==> config.mk <==
export PLATFORM = sky130hd
export DESIGN_NAME = cipher_wrapper
export DESIGN_NICKNAME = d
export VERILOG_FILES = /design/src/crypto_pkg.sv /design/src/cipher_regs.sv /design/src/cipher_wrapper.sv /design/src/key_read_client.sv /design/src/xtea_core.sv
export SDC_FILE = /design/constraint.sdc
export NUM_CORES = 2
export LEC_CHECK = 0
export BUFFER_PORTS_ARGS = -buffer_cell sky130_fd_sc_hd__buf_2
export CAP_MARGIN = 0
export CELL_PAD_IN_SITES_DETAIL_PLACEMENT = 0
export CELL_PAD_IN_SITES_GLOBAL_PLACEMENT = 1
export CORE_AREA = 2 2 370 463
export CTS_BUF_LIST = sky130_fd_sc_hd__clkbuf_4
export CTS_CLUSTER_DIAMETER = 150
export DETAILED_ROUTE_END_ITERATION = 12
export DIE_AREA = 0 0 372 465
export PLACE_DENSITY = 0.66
export SYNTH_ARGS = -nofsm -noshare
export SYNTH_HDL_FRONTEND = slang
export SYNTH_SLANG_ARGS = --single-unit
==> constraint.sdc <==
create_clock -name clk -period 10.9 [get_ports clk]
set_clock_uncertainty 0.1 [all_clocks]
set_input_delay 3.27 -clock clk [delete_from_list [all_inputs] [get_ports clk]]
set_output_delay 3.27 -clock clk [all_outputs]
set_load 0.05 [all_outputs]
==> src/crypto_pkg.sv <==
// Shared XTEA accelerator definitions; register map fixed to 6-bit byte addresses, 32-bit words
package crypto_pkg;

  // ==========================================================================
  // Widths and algorithm constants
  // ==========================================================================
  localparam int REG_ADDR_W  = 6;
  localparam int DATA_W      = 32;
  localparam int KEY_WORDS   = 4;
  localparam int KV_ENTRY_W  = 5;
  localparam int XTEA_ROUNDS = 32;
  localparam logic [31:0] XTEA_DELTA = 32'h9e37_79b9;

  // Key vault answers this many cycles after rd_en
  localparam int KV_LATENCY = 1;

  // ==========================================================================
  // Register byte offsets
  // ==========================================================================
  localparam logic [REG_ADDR_W-1:0] ADDR_CTRL      = 6'h00;
  localparam logic [REG_ADDR_W-1:0] ADDR_STATUS    = 6'h04;
  localparam logic [REG_ADDR_W-1:0] ADDR_KV_CTRL   = 6'h08;
  localparam logic [REG_ADDR_W-1:0] ADDR_KV_STATUS = 6'h0c;
  localparam logic [REG_ADDR_W-1:0] ADDR_KEY0      = 6'h10;
  localparam logic [REG_ADDR_W-1:0] ADDR_KEY1      = 6'h14;
  localparam logic [REG_ADDR_W-1:0] ADDR_KEY2      = 6'h18;
  localparam logic [REG_ADDR_W-1:0] ADDR_KEY3      = 6'h1c;
  localparam logic [REG_ADDR_W-1:0] ADDR_DIN0      = 6'h20;
  localparam logic [REG_ADDR_W-1:0] ADDR_DIN1      = 6'h24;
  localparam logic [REG_ADDR_W-1:0] ADDR_DOUT0     = 6'h28;
  localparam logic [REG_ADDR_W-1:0] ADDR_DOUT1     = 6'h2c;
  // First unmapped offset
  localparam logic [REG_ADDR_W-1:0] ADDR_LIMIT     = 6'h30;

  // Key read outcome
  typedef enum logic [1:0] {
    KV_SUCCESS   = 2'b00,
    KV_READ_FAIL = 2'b01
  } kv_err_e;

  // ==========================================================================
  // Bus and side-band structs
  // ==========================================================================
  typedef struct packed {
    logic                  dv;
    logic                  write;
    logic [REG_ADDR_W-1:0] addr;
    logic [DATA_W-1:0]     wdata;
  } reg_req_t;

  typedef struct packed {
    logic              hold;
    logic              error;
    logic [DATA_W-1:0] rdata;
  } reg_rsp_t;

  typedef struct packed {
    logic                  rd_en;
    logic [KV_ENTRY_W-1:0] entry;
    logic [1:0]            offset;
  } kv_read_t;

  typedef struct packed {
    logic [DATA_W-1:0] data;
    logic              error;
  } kv_rd_resp_t;

  typedef struct packed {
    logic                  read_en;
    logic [KV_ENTRY_W-1:0] entry;
  } kv_ctrl_t;

  // Word i of key is XTEA k[i]
  typedef struct packed {
    logic                               valid;
    logic [KEY_WORDS-1:0][DATA_W-1:0]   key;
  } sideload_key_t;

endpackage

==> src/cipher_regs.sv <==
// Register block; KV_ENTRIES must be a power of two, low two address bits are ignored
`timescale 1ns/100ps
module cipher_regs #(
  parameter int KV_ENTRIES = 32
) (
  input  logic                       clk,
  input  logic                       reset_n,
  input  crypto_pkg::reg_req_t       req_i,
  output crypto_pkg::reg_rsp_t       rsp_o,
  output crypto_pkg::kv_ctrl_t       kv_ctrl_o,
  input  logic                       kv_ready_i,
  input  logic                       kv_done_i,
  input  crypto_pkg::kv_err_e        kv_err_i,
  input  crypto_pkg::sideload_key_t  sideload_i,
  output logic                       start_o,
  output logic                       decrypt_o,
  output logic [63:0]                block_o,
  output logic [127:0]               key_o,
  input  logic                       eng_busy_i,
  input  logic                       eng_done_i,
  input  logic [63:0]                result_i
);

  localparam logic [crypto_pkg::KV_ENTRY_W-1:0] ENTRY_MASK =
      crypto_pkg::KV_ENTRY_W'(KV_ENTRIES - 1);

  logic [crypto_pkg::REG_ADDR_W-1:0] word_addr;
  logic addr_bad;
  logic ro_hit;
  logic is_dout;
  logic wr_en;
  logic rd_en;
  logic out_valid;
  logic idle;
  logic [63:0] res_now;
  logic [crypto_pkg::DATA_W-1:0] rd_data;

  // Control state
  logic ov_q;
  logic kv_valid_q;
  crypto_pkg::kv_ctrl_t kv_ctrl_q;

  // Payload
  logic [crypto_pkg::KEY_WORDS-1:0][crypto_pkg::DATA_W-1:0] key_q;
  logic [1:0][crypto_pkg::DATA_W-1:0] din_q;
  logic [63:0] dout_q;

  // ==========================================================================
  // Address decode
  // ==========================================================================
  assign word_addr = {req_i.addr[crypto_pkg::REG_ADDR_W-1:2], 2'b00};
  assign addr_bad  = (req_i.addr >= crypto_pkg::ADDR_LIMIT);
  assign is_dout   = (word_addr == crypto_pkg::ADDR_DOUT0) ||
                     (word_addr == crypto_pkg::ADDR_DOUT1);
  assign ro_hit    = is_dout || (word_addr == crypto_pkg::ADDR_STATUS) ||
                     (word_addr == crypto_pkg::ADDR_KV_STATUS);

  // Bad writes change nothing
  assign wr_en = req_i.dv && req_i.write && !addr_bad && !ro_hit;
  assign rd_en = req_i.dv && !req_i.write && !addr_bad;

  // Start only from an idle engine
  assign start_o   = wr_en && (word_addr == crypto_pkg::ADDR_CTRL) && req_i.wdata[0] &&
                     !eng_busy_i;
  assign decrypt_o = req_i.wdata[1];
  assign block_o   = {din_q[1], din_q[0]};
  // Side-loaded key wins while valid
  assign key_o     = sideload_i.valid ? sideload_i.key : key_q;

  // Result is visible in the done cycle itself
  assign out_valid = ov_q || eng_done_i;
  assign res_now   = eng_done_i ? result_i : dout_q;
  assign idle      = !eng_busy_i && kv_ready_i;

  // ==========================================================================
  // Read mux
  // ==========================================================================
  always_comb begin
    rd_data = '0;
    case (word_addr)
      crypto_pkg::ADDR_STATUS:    rd_data[2:0] = {!eng_busy_i, out_valid, idle};
      crypto_pkg::ADDR_KV_CTRL:   rd_data[5:1] = kv_ctrl_q.entry;
      crypto_pkg::ADDR_KV_STATUS: rd_data[3:0] = {kv_err_i, kv_valid_q, kv_ready_i};
      crypto_pkg::ADDR_KEY0:      rd_data = key_q[0];
      crypto_pkg::ADDR_KEY1:      rd_data = key_q[1];
      crypto_pkg::ADDR_KEY2:      rd_data = key_q[2];
      crypto_pkg::ADDR_KEY3:      rd_data = key_q[3];
      crypto_pkg::ADDR_DIN0:      rd_data = din_q[0];
      crypto_pkg::ADDR_DIN1:      rd_data = din_q[1];
      crypto_pkg::ADDR_DOUT0:     rd_data = res_now[31:0];
      crypto_pkg::ADDR_DOUT1:     rd_data = res_now[63:32];
      // CTRL reads as zero
      default:                    rd_data = '0;
    endcase
  end

  // Output read waits for the engine
  assign rsp_o.hold  = rd_en && is_dout && eng_busy_i;
  assign rsp_o.error = req_i.dv && (addr_bad || (req_i.write && ro_hit));
  assign rsp_o.rdata = rd_en ? rd_data : '0;

  // ==========================================================================
  // Register updates
  // ==========================================================================
  always_ff @(posedge clk) begin
    if (wr_en) begin
      case (word_addr)
        crypto_pkg::ADDR_KEY0: key_q[0] <= req_i.wdata;
        crypto_pkg::ADDR_KEY1: key_q[1] <= req_i.wdata;
        crypto_pkg::ADDR_KEY2: key_q[2] <= req_i.wdata;
        crypto_pkg::ADDR_KEY3: key_q[3] <= req_i.wdata;
        crypto_pkg::ADDR_DIN0: din_q[0] <= req_i.wdata;
        crypto_pkg::ADDR_DIN1: din_q[1] <= req_i.wdata;
        default: begin
        end
      endcase
    end
    if (eng_done_i) begin
      dout_q <= result_i;
    end
  end

  always_ff @(posedge clk or negedge reset_n) begin
    if (!reset_n) begin
      ov_q       <= 1'b0;
      kv_valid_q <= 1'b0;
      kv_ctrl_q  <= '0;
    end else begin
      // Next start invalidates the output
      if (start_o) begin
        ov_q <= 1'b0;
      end else if (eng_done_i) begin
        ov_q <= 1'b1;
      end
      // Only a clean key read marks the key valid
      if (kv_ctrl_q.read_en) begin
        kv_valid_q <= 1'b0;
      end else if (kv_done_i && (kv_err_i == crypto_pkg::KV_SUCCESS)) begin
        kv_valid_q <= 1'b1;
      end
      // read_en pulses only while the client is ready
      kv_ctrl_q.read_en <= wr_en && (word_addr == crypto_pkg::ADDR_KV_CTRL) &&
                           req_i.wdata[0] && kv_ready_i;
      if (wr_en && (word_addr == crypto_pkg::ADDR_KV_CTRL)) begin
        kv_ctrl_q.entry <= req_i.wdata[5:1] & ENTRY_MASK;
      end
    end
  end

  assign kv_ctrl_o = kv_ctrl_q;

endmodule

==> src/cipher_wrapper.sv <==
// Accelerator top; host and DMA must not access in the same cycle, such accesses fail on both ports
`timescale 1ns/100ps
module cipher_wrapper #(
  parameter int KV_ENTRIES = 32
) (
  input  logic                     clk,
  input  logic                     reset_n,
  input  crypto_pkg::reg_req_t     host_req_i,
  output crypto_pkg::reg_rsp_t     host_rsp_o,
  input  crypto_pkg::reg_req_t     dma_req_i,
  output crypto_pkg::reg_rsp_t     dma_rsp_o,
  output crypto_pkg::kv_read_t     kv_read_o,
  input  crypto_pkg::kv_rd_resp_t  kv_rd_resp_i,
  output logic                     busy_o
);

  logic collision;
  logic host_sel;
  logic dma_sel;
  crypto_pkg::reg_req_t regs_req;
  crypto_pkg::reg_rsp_t regs_rsp;

  crypto_pkg::kv_ctrl_t kv_ctrl;
  crypto_pkg::kv_err_e kv_err;
  crypto_pkg::sideload_key_t sideload;
  logic kv_ready;
  logic kv_done;

  logic start;
  logic decrypt;
  logic [63:0] block;
  logic [127:0] key;
  logic eng_busy;
  logic eng_done;
  logic [63:0] result;

  // ==========================================================================
  // Host/DMA steering
  // ==========================================================================
  assign collision = host_req_i.dv && dma_req_i.dv;
  assign host_sel  = host_req_i.dv && !collision;
  assign dma_sel   = dma_req_i.dv && !collision;

  // Collision blocks both, so no register sees it
  assign regs_req.dv    = host_sel || dma_sel;
  assign regs_req.write = dma_sel ? dma_req_i.write : host_req_i.write;
  assign regs_req.addr  = dma_sel ? dma_req_i.addr : host_req_i.addr;
  assign regs_req.wdata = dma_sel ? dma_req_i.wdata : host_req_i.wdata;

  assign host_rsp_o.hold  = host_sel && regs_rsp.hold;
  assign host_rsp_o.error = (host_sel && regs_rsp.error) || collision;
  assign host_rsp_o.rdata = host_sel ? regs_rsp.rdata : '0;

  assign dma_rsp_o.hold  = dma_sel && regs_rsp.hold;
  assign dma_rsp_o.error = (dma_sel && regs_rsp.error) || collision;
  assign dma_rsp_o.rdata = dma_sel ? regs_rsp.rdata : '0;

  // Engine running or key fetch in flight
  assign busy_o = eng_busy || !kv_ready;

  cipher_regs #(
    .KV_ENTRIES(KV_ENTRIES)
  ) u_regs (
    .clk        (clk),
    .reset_n    (reset_n),
    .req_i      (regs_req),
    .rsp_o      (regs_rsp),
    .kv_ctrl_o  (kv_ctrl),
    .kv_ready_i (kv_ready),
    .kv_done_i  (kv_done),
    .kv_err_i   (kv_err),
    .sideload_i (sideload),
    .start_o    (start),
    .decrypt_o  (decrypt),
    .block_o    (block),
    .key_o      (key),
    .eng_busy_i (eng_busy),
    .eng_done_i (eng_done),
    .result_i   (result)
  );

  key_read_client u_kv_client (
    .clk        (clk),
    .reset_n    (reset_n),
    .ctrl_i     (kv_ctrl),
    .kv_read_o  (kv_read_o),
    .kv_resp_i  (kv_rd_resp_i),
    .ready_o    (kv_ready),
    .done_o     (kv_done),
    .error_o    (kv_err),
    .sideload_o (sideload)
  );

  xtea_core u_xtea (
    .clk       (clk),
    .reset_n   (reset_n),
    .start_i   (start),
    .decrypt_i (decrypt),
    .block_i   (block),
    .key_i     (key),
    .busy_o    (eng_busy),
    .done_o    (eng_done),
    .result_o  (result)
  );

endmodule

==> src/key_read_client.sv <==
// Key vault read client; assumes vault always answers KV_LATENCY cycles after rd_en, no stall
`timescale 1ns/100ps
module key_read_client (
  input  logic                       clk,
  input  logic                       reset_n,
  input  crypto_pkg::kv_ctrl_t       ctrl_i,
  output crypto_pkg::kv_read_t       kv_read_o,
  input  crypto_pkg::kv_rd_resp_t    kv_resp_i,
  output logic                       ready_o,
  output logic                       done_o,
  output crypto_pkg::kv_err_e        error_o,
  output crypto_pkg::sideload_key_t  sideload_o
);

  typedef enum logic [1:0] {
    ST_IDLE,
    ST_REQ,
    ST_DRAIN
  } state_e;

  state_e state_q;
  logic [1:0] off_q;
  logic [crypto_pkg::KV_ENTRY_W-1:0] entry_q;
  logic err_q;
  logic valid_q;
  logic done_q;
  crypto_pkg::kv_err_e code_q;
  logic [crypto_pkg::KEY_WORDS-1:0][crypto_pkg::DATA_W-1:0] key_q;

  // Outstanding request tracker, one stage per cycle of vault latency
  logic [crypto_pkg::KV_LATENCY-1:0] pend_vld;
  logic [crypto_pkg::KV_LATENCY-1:0][1:0] pend_off;
  logic resp_vld;
  logic [1:0] resp_off;
  logic resp_last;
  logic fail;

  // Vault words arrive big-endian relative to the engine
  function automatic logic [31:0] byte_swap(input logic [31:0] w);
    return {w[7:0], w[15:8], w[23:16], w[31:24]};
  endfunction

  assign kv_read_o.rd_en  = (state_q == ST_REQ);
  assign kv_read_o.entry  = entry_q;
  assign kv_read_o.offset = off_q;

  assign resp_vld  = pend_vld[crypto_pkg::KV_LATENCY-1];
  assign resp_off  = pend_off[crypto_pkg::KV_LATENCY-1];
  assign resp_last = resp_vld && (resp_off == 2'(crypto_pkg::KEY_WORDS - 1));
  // Error on any word so far, including the one now arriving
  assign fail      = err_q || (resp_vld && kv_resp_i.error);

  always_ff @(posedge clk or negedge reset_n) begin
    if (!reset_n) begin
      pend_vld <= '0;
      pend_off <= '0;
    end else begin
      pend_vld[0] <= kv_read_o.rd_en;
      pend_off[0] <= off_q;
      for (int i = 1; i < crypto_pkg::KV_LATENCY; i++) begin
        pend_vld[i] <= pend_vld[i-1];
        pend_off[i] <= pend_off[i-1];
      end
    end
  end

  // ==========================================================================
  // Sequencer
  // ==========================================================================
  always_ff @(posedge clk or negedge reset_n) begin
    if (!reset_n) begin
      state_q <= ST_IDLE;
      off_q   <= '0;
      entry_q <= '0;
      err_q   <= 1'b0;
      valid_q <= 1'b0;
      done_q  <= 1'b0;
      code_q  <= crypto_pkg::KV_SUCCESS;
    end else begin
      done_q <= 1'b0;
      case (state_q)
        ST_IDLE: begin
          // New read drops the previous key
          if (ctrl_i.read_en) begin
            state_q <= ST_REQ;
            off_q   <= '0;
            entry_q <= ctrl_i.entry;
            err_q   <= 1'b0;
            valid_q <= 1'b0;
            code_q  <= crypto_pkg::KV_SUCCESS;
          end
        end
        ST_REQ: begin
          off_q <= off_q + 2'd1;
          if (off_q == 2'(crypto_pkg::KEY_WORDS - 1)) begin
            state_q <= ST_DRAIN;
          end
        end
        default: begin
          // Waiting for the last word
        end
      endcase
      if (resp_vld && kv_resp_i.error) begin
        err_q <= 1'b1;
      end
      if (resp_last) begin
        state_q <= ST_IDLE;
        done_q  <= 1'b1;
        valid_q <= !fail;
        code_q  <= fail ? crypto_pkg::KV_READ_FAIL : crypto_pkg::KV_SUCCESS;
      end
    end
  end

  // Key words, cleared to zero on a failed read
  always_ff @(posedge clk or negedge reset_n) begin
    if (!reset_n) begin
      key_q <= '0;
    end else if (resp_last && fail) begin
      key_q <= '0;
    end else if (resp_vld) begin
      key_q[resp_off] <= byte_swap(kv_resp_i.data);
    end
  end

  assign ready_o          = (state_q == ST_IDLE);
  assign done_o           = done_q;
  assign error_o          = code_q;
  assign sideload_o.valid = valid_q;
  assign sideload_o.key   = key_q;

endmodule

==> src/xtea_core.sv <==
// Iterative XTEA, one full round per clock; start is ignored while busy, result held until next start
`timescale 1ns/100ps
module xtea_core (
  input  logic         clk,
  input  logic         reset_n,
  input  logic         start_i,
  input  logic         decrypt_i,
  input  logic [63:0]  block_i,
  input  logic [127:0] key_i,
  output logic         busy_o,
  output logic         done_o,
  output logic [63:0]  result_o
);

  localparam int RND_W = $clog2(crypto_pkg::XTEA_ROUNDS);
  // Decrypt starts from the sum reached after the last encrypt round
  localparam logic [31:0] SUM_DEC = 32'(crypto_pkg::XTEA_DELTA * crypto_pkg::XTEA_ROUNDS);

  logic launch;
  logic busy_q;
  logic done_q;
  logic [RND_W-1:0] rnd_q;
  logic dec_q;
  logic [31:0] v0_q;
  logic [31:0] v1_q;
  logic [31:0] sum_q;
  logic [crypto_pkg::KEY_WORDS-1:0][31:0] key_q;

  // Round inputs: fresh operands on launch, else the running state
  logic dec_s;
  logic [31:0] v0_s;
  logic [31:0] v1_s;
  logic [31:0] sum_s;
  logic [crypto_pkg::KEY_WORDS-1:0][31:0] key_s;
  logic [31:0] v0_n;
  logic [31:0] v1_n;
  logic [31:0] sum_n;

  function automatic logic [31:0] mix(input logic [31:0] v, input logic [31:0] s,
                                      input logic [31:0] k);
    return (((v << 4) ^ (v >> 5)) + v) ^ (s + k);
  endfunction

  assign launch = start_i && !busy_q;

  assign dec_s = launch ? decrypt_i : dec_q;
  assign v0_s  = launch ? block_i[31:0] : v0_q;
  assign v1_s  = launch ? block_i[63:32] : v1_q;
  assign sum_s = launch ? (decrypt_i ? SUM_DEC : 32'd0) : sum_q;
  assign key_s = launch ? key_i : key_q;

  // ==========================================================================
  // One full round, both half-rounds
  // ==========================================================================
  always_comb begin
    if (dec_s) begin
      sum_n = sum_s - crypto_pkg::XTEA_DELTA;
      v1_n  = v1_s - mix(v0_s, sum_s, key_s[sum_s[12:11]]);
      v0_n  = v0_s - mix(v1_n, sum_n, key_s[sum_n[1:0]]);
    end else begin
      sum_n = sum_s + crypto_pkg::XTEA_DELTA;
      v0_n  = v0_s + mix(v1_s, sum_s, key_s[sum_s[1:0]]);
      v1_n  = v1_s + mix(v0_n, sum_n, key_s[sum_n[12:11]]);
    end
  end

  // Datapath, first round taken on the launch edge
  always_ff @(posedge clk) begin
    if (launch) begin
      dec_q <= decrypt_i;
      key_q <= key_i;
    end
    if (launch || busy_q) begin
      v0_q  <= v0_n;
      v1_q  <= v1_n;
      sum_q <= sum_n;
    end
  end

  // Round counter counts completed rounds
  always_ff @(posedge clk or negedge reset_n) begin
    if (!reset_n) begin
      busy_q <= 1'b0;
      done_q <= 1'b0;
      rnd_q  <= '0;
    end else begin
      done_q <= 1'b0;
      if (launch) begin
        busy_q <= 1'b1;
        rnd_q  <= RND_W'(1);
      end else if (busy_q) begin
        rnd_q <= rnd_q + RND_W'(1);
        if (rnd_q == RND_W'(crypto_pkg::XTEA_ROUNDS - 1)) begin
          busy_q <= 1'b0;
          done_q <= 1'b1;
        end
      end
    end
  end

  assign busy_o   = busy_q;
  assign done_o   = done_q;
  assign result_o = {v1_q, v0_q};

endmodule
Yosys cells after proc, flatten, opt, wreduce, memory -nomap -nowiden. Cells that the tools add are included.

Word-level logic and storage cells: 216. RAM bits: 0. Memories: 0. Register bits after elaboration: 641. ROM bits: 0. Bits in latches: 0.

$lt $le $gt $ge: 7. Bitwise gates (word level): 8. Muxes and demuxes: 61. Shifts and indexed selects: 0. Equality and inequality tests: 18. $add $sub $neg: 16. Divide/modulo/power cells: 0. Reduce and logical (&&, ||, !) cells: 71. Multiply operators: 0.

Operators with widths (number): $mux 128 (4); $mux 32 (16); $add 32x32->32 (10); $bmux 32 s2 (4); $pmux 26 s8 (1); $bwmux 128 (1); $xor 32x27->32 (4); $xor 32x32->32 (4); $demux 32 s2 (1); $mux 64 (1); $sub 32x32->32 (2); $add 32x32->32 const B (1); $sub 32x32->32 const B (1); $logic_and 1x1->1 (29); $pmux 2 s11 (1); $pmux 1 s10 (2); $reduce_and 2->1 (10); $mux 1 (18); $pmux 2 s9 (1); $reduce_bool 2->1 (9); $eq 4x3->1 const B (4); $eq 4x4->1 const B (4); $lt 2x3->1 const B (5); $mux 2 (6); other kinds (21) (42).

Logic depth before layout (Yosys ltp).
Depth after elaboration: 25. Depth in mapped cells: 68. Depth with buffers taken out: 61.

Hierarchy. A second synthesis with hierarchy kept.

Cells, all modules: 5629. Area total of the unflattened synthesis: 52262.6 um^2.

By module, submodules not included: xtea_core (seq. area each 5640.4 um^2, cells each 4268, instances 1, area each 33644.8 um^2); cipher_regs (seq. area each 7247.0 um^2, cells each 827, instances 1, area each 11950.2 um^2); key_read_client (seq. area each 3603.5 um^2, cells each 409, instances 1, area each 5502.8 um^2); cipher_wrapper (seq. area each 0.0 um^2, cells each 125, instances 1, area each 1164.9 um^2).

Worst setup path before layout. Ideal clock, no wire load.

Path kind: input to register. Start: in host_req_i[39] (netlist name). End: reg u_xtea.v1_q[31] (data pin). Slack: -4.401 ns. Cell stages on the path: 63. Setup time: 0.269 ns. Arrival: 14.932 ns. Cells stage by stage: inv_1 ha_1 buf_4 buf_1 clkbuf_1 mux2i_1 ha_1 nor2b_1 o2111ai_2 clkbuf_1 clkbuf_1 clkbuf_1 clkbuf_1 clkbuf_1 nor2_1 a21oi_1 inv_1 a211oi_1 [27 not listed] o21bai_1 a21o_1 a21oi_1 xnor2_1 ha_1 a21o_1 a211o_1 nand3b_1 a31o_2 o2111a_1 o211ai_1 nand2_1 a31oi_1 xnor2_1 xnor2_1 xnor2_1 xnor2_1 mux2i_1.

RTL lines: start, declared (line cipher_wrapper.sv:8) `input crypto_pkg::reg_req_t host_req_i,`; end signal, assigned (line xtea_core.sv:75) `v1_q <= v1_n;`; end, declared (line xtea_core.sv:25) `logic [31:0] v1_q;`.

Worst setup path after layout.
Start: in host_req_i[39] (netlist name). End: reg u_xtea.v1_q[29] (data pin).

Word-level cells in the longest chain between the ends: 25. Elaborated cells between the ends (all ways): 55. Classes of those cells: 10 x add/sub; 1 x order compare; 4 x eq/ne; 16 x mux; 6 x bitwise; 18 x reduce/logical.

Ends and longest elaborated chain: branches (longest 24 deep; another with $ge 6x6->1); $mux 32 (*) (line xtea_core.sv:56) `if (dec_s) begin`; net u_xtea.v1_n[29] (line xtea_core.sv:36) `logic [31:0] v1_n;`.

Mark *: on every way through the listed nets, which the timed path passes. The select of a mux whose other input is x is not followed. A chain may end at the register's enable or synchronous reset.

==> metrics.txt <==
top sig layer met5; core footprint 0.1690 mm2; number of global-route vias before repair 51800; Slew headroom 24.50%; slowest stage delay, CP 0.38 ns; placed instance count 9361; mux contribution to synthesized area under 10%; post-synthesis simple-gate area fraction 13.01%; area grow syn2layout 43.65%; WL met3 15110 um; failing checks setup timing; DR iter-0 viols 4455; EDFF count, synth between 200 and 300; fin crit share 118.7%; Avg Cell Area, Syn ~9 um2; chip width around 370 um; wire length on met2 around 110000 um; RSZ-0062 raised after global routing yes; first-pass GRT wire length 334800 um; Async S/R FF share, synth 24.84%; Placed Area 0.06615 mm2; die footprint 0.1730 mm2; Seq/Total Area, Yosys 32.77%; synthesized area 0.05032 mm2; Max Freq 0.07729 GHz; CP Launch Point host_req_i[39]; most frequent CP cell buf_4; cell area after layout 0.07229 mm2; clock sink count 640; commonest cells after routing, fill and taps aside 1636 x buf_4, 536 x nand2_1, 437 x nor2_1; Area contributors post-synth edfxtp_1 17%, ha_1 9.9%, dfrtp_1 7.9%, dfxtp_1 7.7%, xnor2_1 7.6%; die height 465 um; slowest cell on the critical path fa_2; Critical Path Stages 59; final hold viol count 0; Reg2Reg Depth 53; Critical Path End Type flop; CP required approximately 12 ns; Root Driver clkbuf_4; Post-Layout Cell Count slightly below 10000; XOR/XNOR Fraction of Synth Area 10.84%; Crit path max-delay family compound AO/OA/AOI/OAI gates; CTS tree yes; top cell type's share of synthesized area 17.19%; Routed Antenna Nets 0; clk_lat worst skew 1.14 ns; Buf+Inv Stages, Crit Path 15; vias per cell 5.298; worst setup path endpoint u_xtea.v1_q[29]$_DFFE_PP_; Worst-path clk slew 0.07 ns; reg2reg setup slack 0.58 ns; drt wl/cell approximately 24 um; H-tree Lvls 4; Starting Density 29.79%; Row Count 169; Worst EP arrival roughly 14 ns; layout cells sized above 1 37.74%; total negative slack -55.63 ns; status finished, violations left; gr ovfl total 0; minimum clock period 12.94 ns; detailed-route DRC error count 0; First-pass DRT Iterations 6; Post-Route M1 WL 98970 um; largest area contributor in the netlist edfxtp_1; number of unique standard cell types used by synthesis 88; initial antenna violation count 18; IO Count 192; Clock Path Buffers 3; Hold/Removal Path Class flop to flop; NumNets Final 7967; Max Cap Viol 0; most common cell after layout, fill and taps aside buf_4; Syn Nets 6129; crit-path max FO 6; Seq cells post-synth 640; startpoint types primary input; Final Slew Violations 0; via total after detailed routing 51970; TritonCTS buffer count 158; GR Util All Layers 26.28%; IO buf count between 150 and 200; GPL Wtd Cong 0.9903; Adder-Cell Fraction of Synth Area 10.35%; Worst Tran Pin Value 1.132 ns; post-DP HPWL about 180000 um; dominant synthesized flop cell edfxtp_1; pin count of the biggest net entering global routing approximately 120; RR Startpoint u_xtea.busy_o$_DFF_PN0_; capture point of the worst reg-to-reg path u_xtea.v1_q[29]$_DFFE_PP_; largest family of logic cells by synthesized area compound AO/OA/AOI/OAI gates; Mapped Cells 5605; fin worst setup slack -2.038 ns; Synth Area in Compound Gates 21.14%; Ys Warns 0; final wirelength about 240000 um; critical path class primary input to flop; Final Setup Violations 43; cts hold-fix bufs 0
[synthesized netlist by cell type (all sizes together) (11+ instances only)]
cell and instances:
ha 397, o21bai 45, mux2 124, nor2 475, inv 235, a22oi 104, mux2i 201, a22o 107
nand3 99, nor2b 55, a21boi 15, and2 26, nand4 59, or3 16, a41oi 13, a221oi 11
o21a 71, nand2 556, nor3 54, or2 17, o211ai 17, fa 12, a21o 190, clkbuf 225
o21ai 281, nand2b 45, a211oi 116, dfxtp 193, and4 11, and3 31, buf 25, edfxtp 288
xnor2 437, a21oi 453, o31ai 22, mux4 33, xor2 173, dfrtp 159, a31oi 73
[worst reg2reg max path: cells and delay by family (launching register included)]
kind | cells | cell delay, ns
buffers and inverters | 12 | 1.80
adder cells (fa/ha/maj) | 5 | 1.45
AND/OR/NAND/NOR | 7 | 1.22
flip-flops | 1 | 0.42
AO/OA/AOI/OAI | 23 | 4.00
XOR/XNOR | 6 | 1.06
[area by class of cell]
cell class              instances  area, um2
fillers                     16620      96660
multi-input cells            4480      35210
flip-flops and latches        640      16500
repair buffers               1928      14810
well taps                    2223       2781
clock buffers                 220       1652
inverters                     235      899.6
clock inverters                73      422.9
diodes                         11      27.53
[kinds of logic (layout without fill, tap and decap cells)]
logic type | count (synthesis) | after routing
AOI/OAI and AO/OA | 1622 | 1622
and+or+nand+nor | 1476 | 1476
DFF | 640 | 640
xor gates and xnor gates | 615 | 615
buffers and inverters | 485 | 2456
adders and majority gates | 409 | 409
muxes | 358 | 358
other | 0 | 11
[routing by layer]
layer,GRT usage [%],vias up
li1,-,24170
met1,33.79,25190
met2,43.96,2058
met3,3.349,539
met4,11.36,8
met5,0,-
[metrics by stage]
| stage | utilization (%) | hold WS, ns | setup WS (ns) |
|---|---|---|---|
| CTS | 41.41 | 0.3726 | -1.890 |
| global route | 42.78 | 0.3812 | -2.441 |
| finish | 42.79 | 0.3618 | -2.038 |
| detailed placement | 39.15 | 0.3562 | -4.003 |
| global placement | 39.15 | 0.3500 | -3.902 |
| floorplan | - | 0.3253 | -2.831 |
[timing repair]
action	CTS	global route
gates cloned	3	2
endpoints found under the setup margin	49	49
gates resized for setup	228	360
pin swaps	185	293
setup buffers	78	76
[flip-flops by register name, summed over array words and instances (netlist names), 2 cells and up]
signal and count:
u_kv_client.sideload_o 128, u_kv_client.state_q 2, u_regs.key_q 128, u_regs.kv_ctrl_o 6
u_xtea.sum_q 32, u_kv_client.pend_off 2, u_xtea.v1_q 32, u_regs.dout_q 64
u_xtea.v0_q 32, u_kv_client.off_q 2, u_xtea.rnd_q 5, u_kv_client.entry_q 5
u_regs.block_o 64, u_xtea.key_q 128
[worst min path at each step]
stage | start | end | slack (ns) | cells past startpoint
finish | u_kv_client.off_q[1]$_DFFE_PN0P_ | u_kv_client.pend_off[1]$_DFF_PN0_ | 0.36 | 0
global route | u_kv_client.off_q[1]$_DFFE_PN0P_ | u_kv_client.pend_off[1]$_DFF_PN0_ | 0.38 | 0
CTS | u_kv_client.sideload_o[62]$_DFFE_PN0P_ | u_kv_client.sideload_o[62]$_DFFE_PN0P_ | 0.37 | 2
detailed placement | u_kv_client.sideload_o[62]$_DFFE_PN0P_ | u_kv_client.sideload_o[62]$_DFFE_PN0P_ | 0.36 | 2
global placement | u_kv_client.off_q[1]$_DFFE_PN0P_ | u_kv_client.pend_off[1]$_DFF_PN0_ | 0.35 | 0
floorplan | u_regs.kv_ctrl_o[5]$_DFF_PN0_ | u_regs.kv_valid_q$_DFFE_PN0P_ | 0.33 | 1
Power is left out: the tool's default activity adds up to more than one toggle a clock period on the data nets, which glitch-free logic cannot reach.
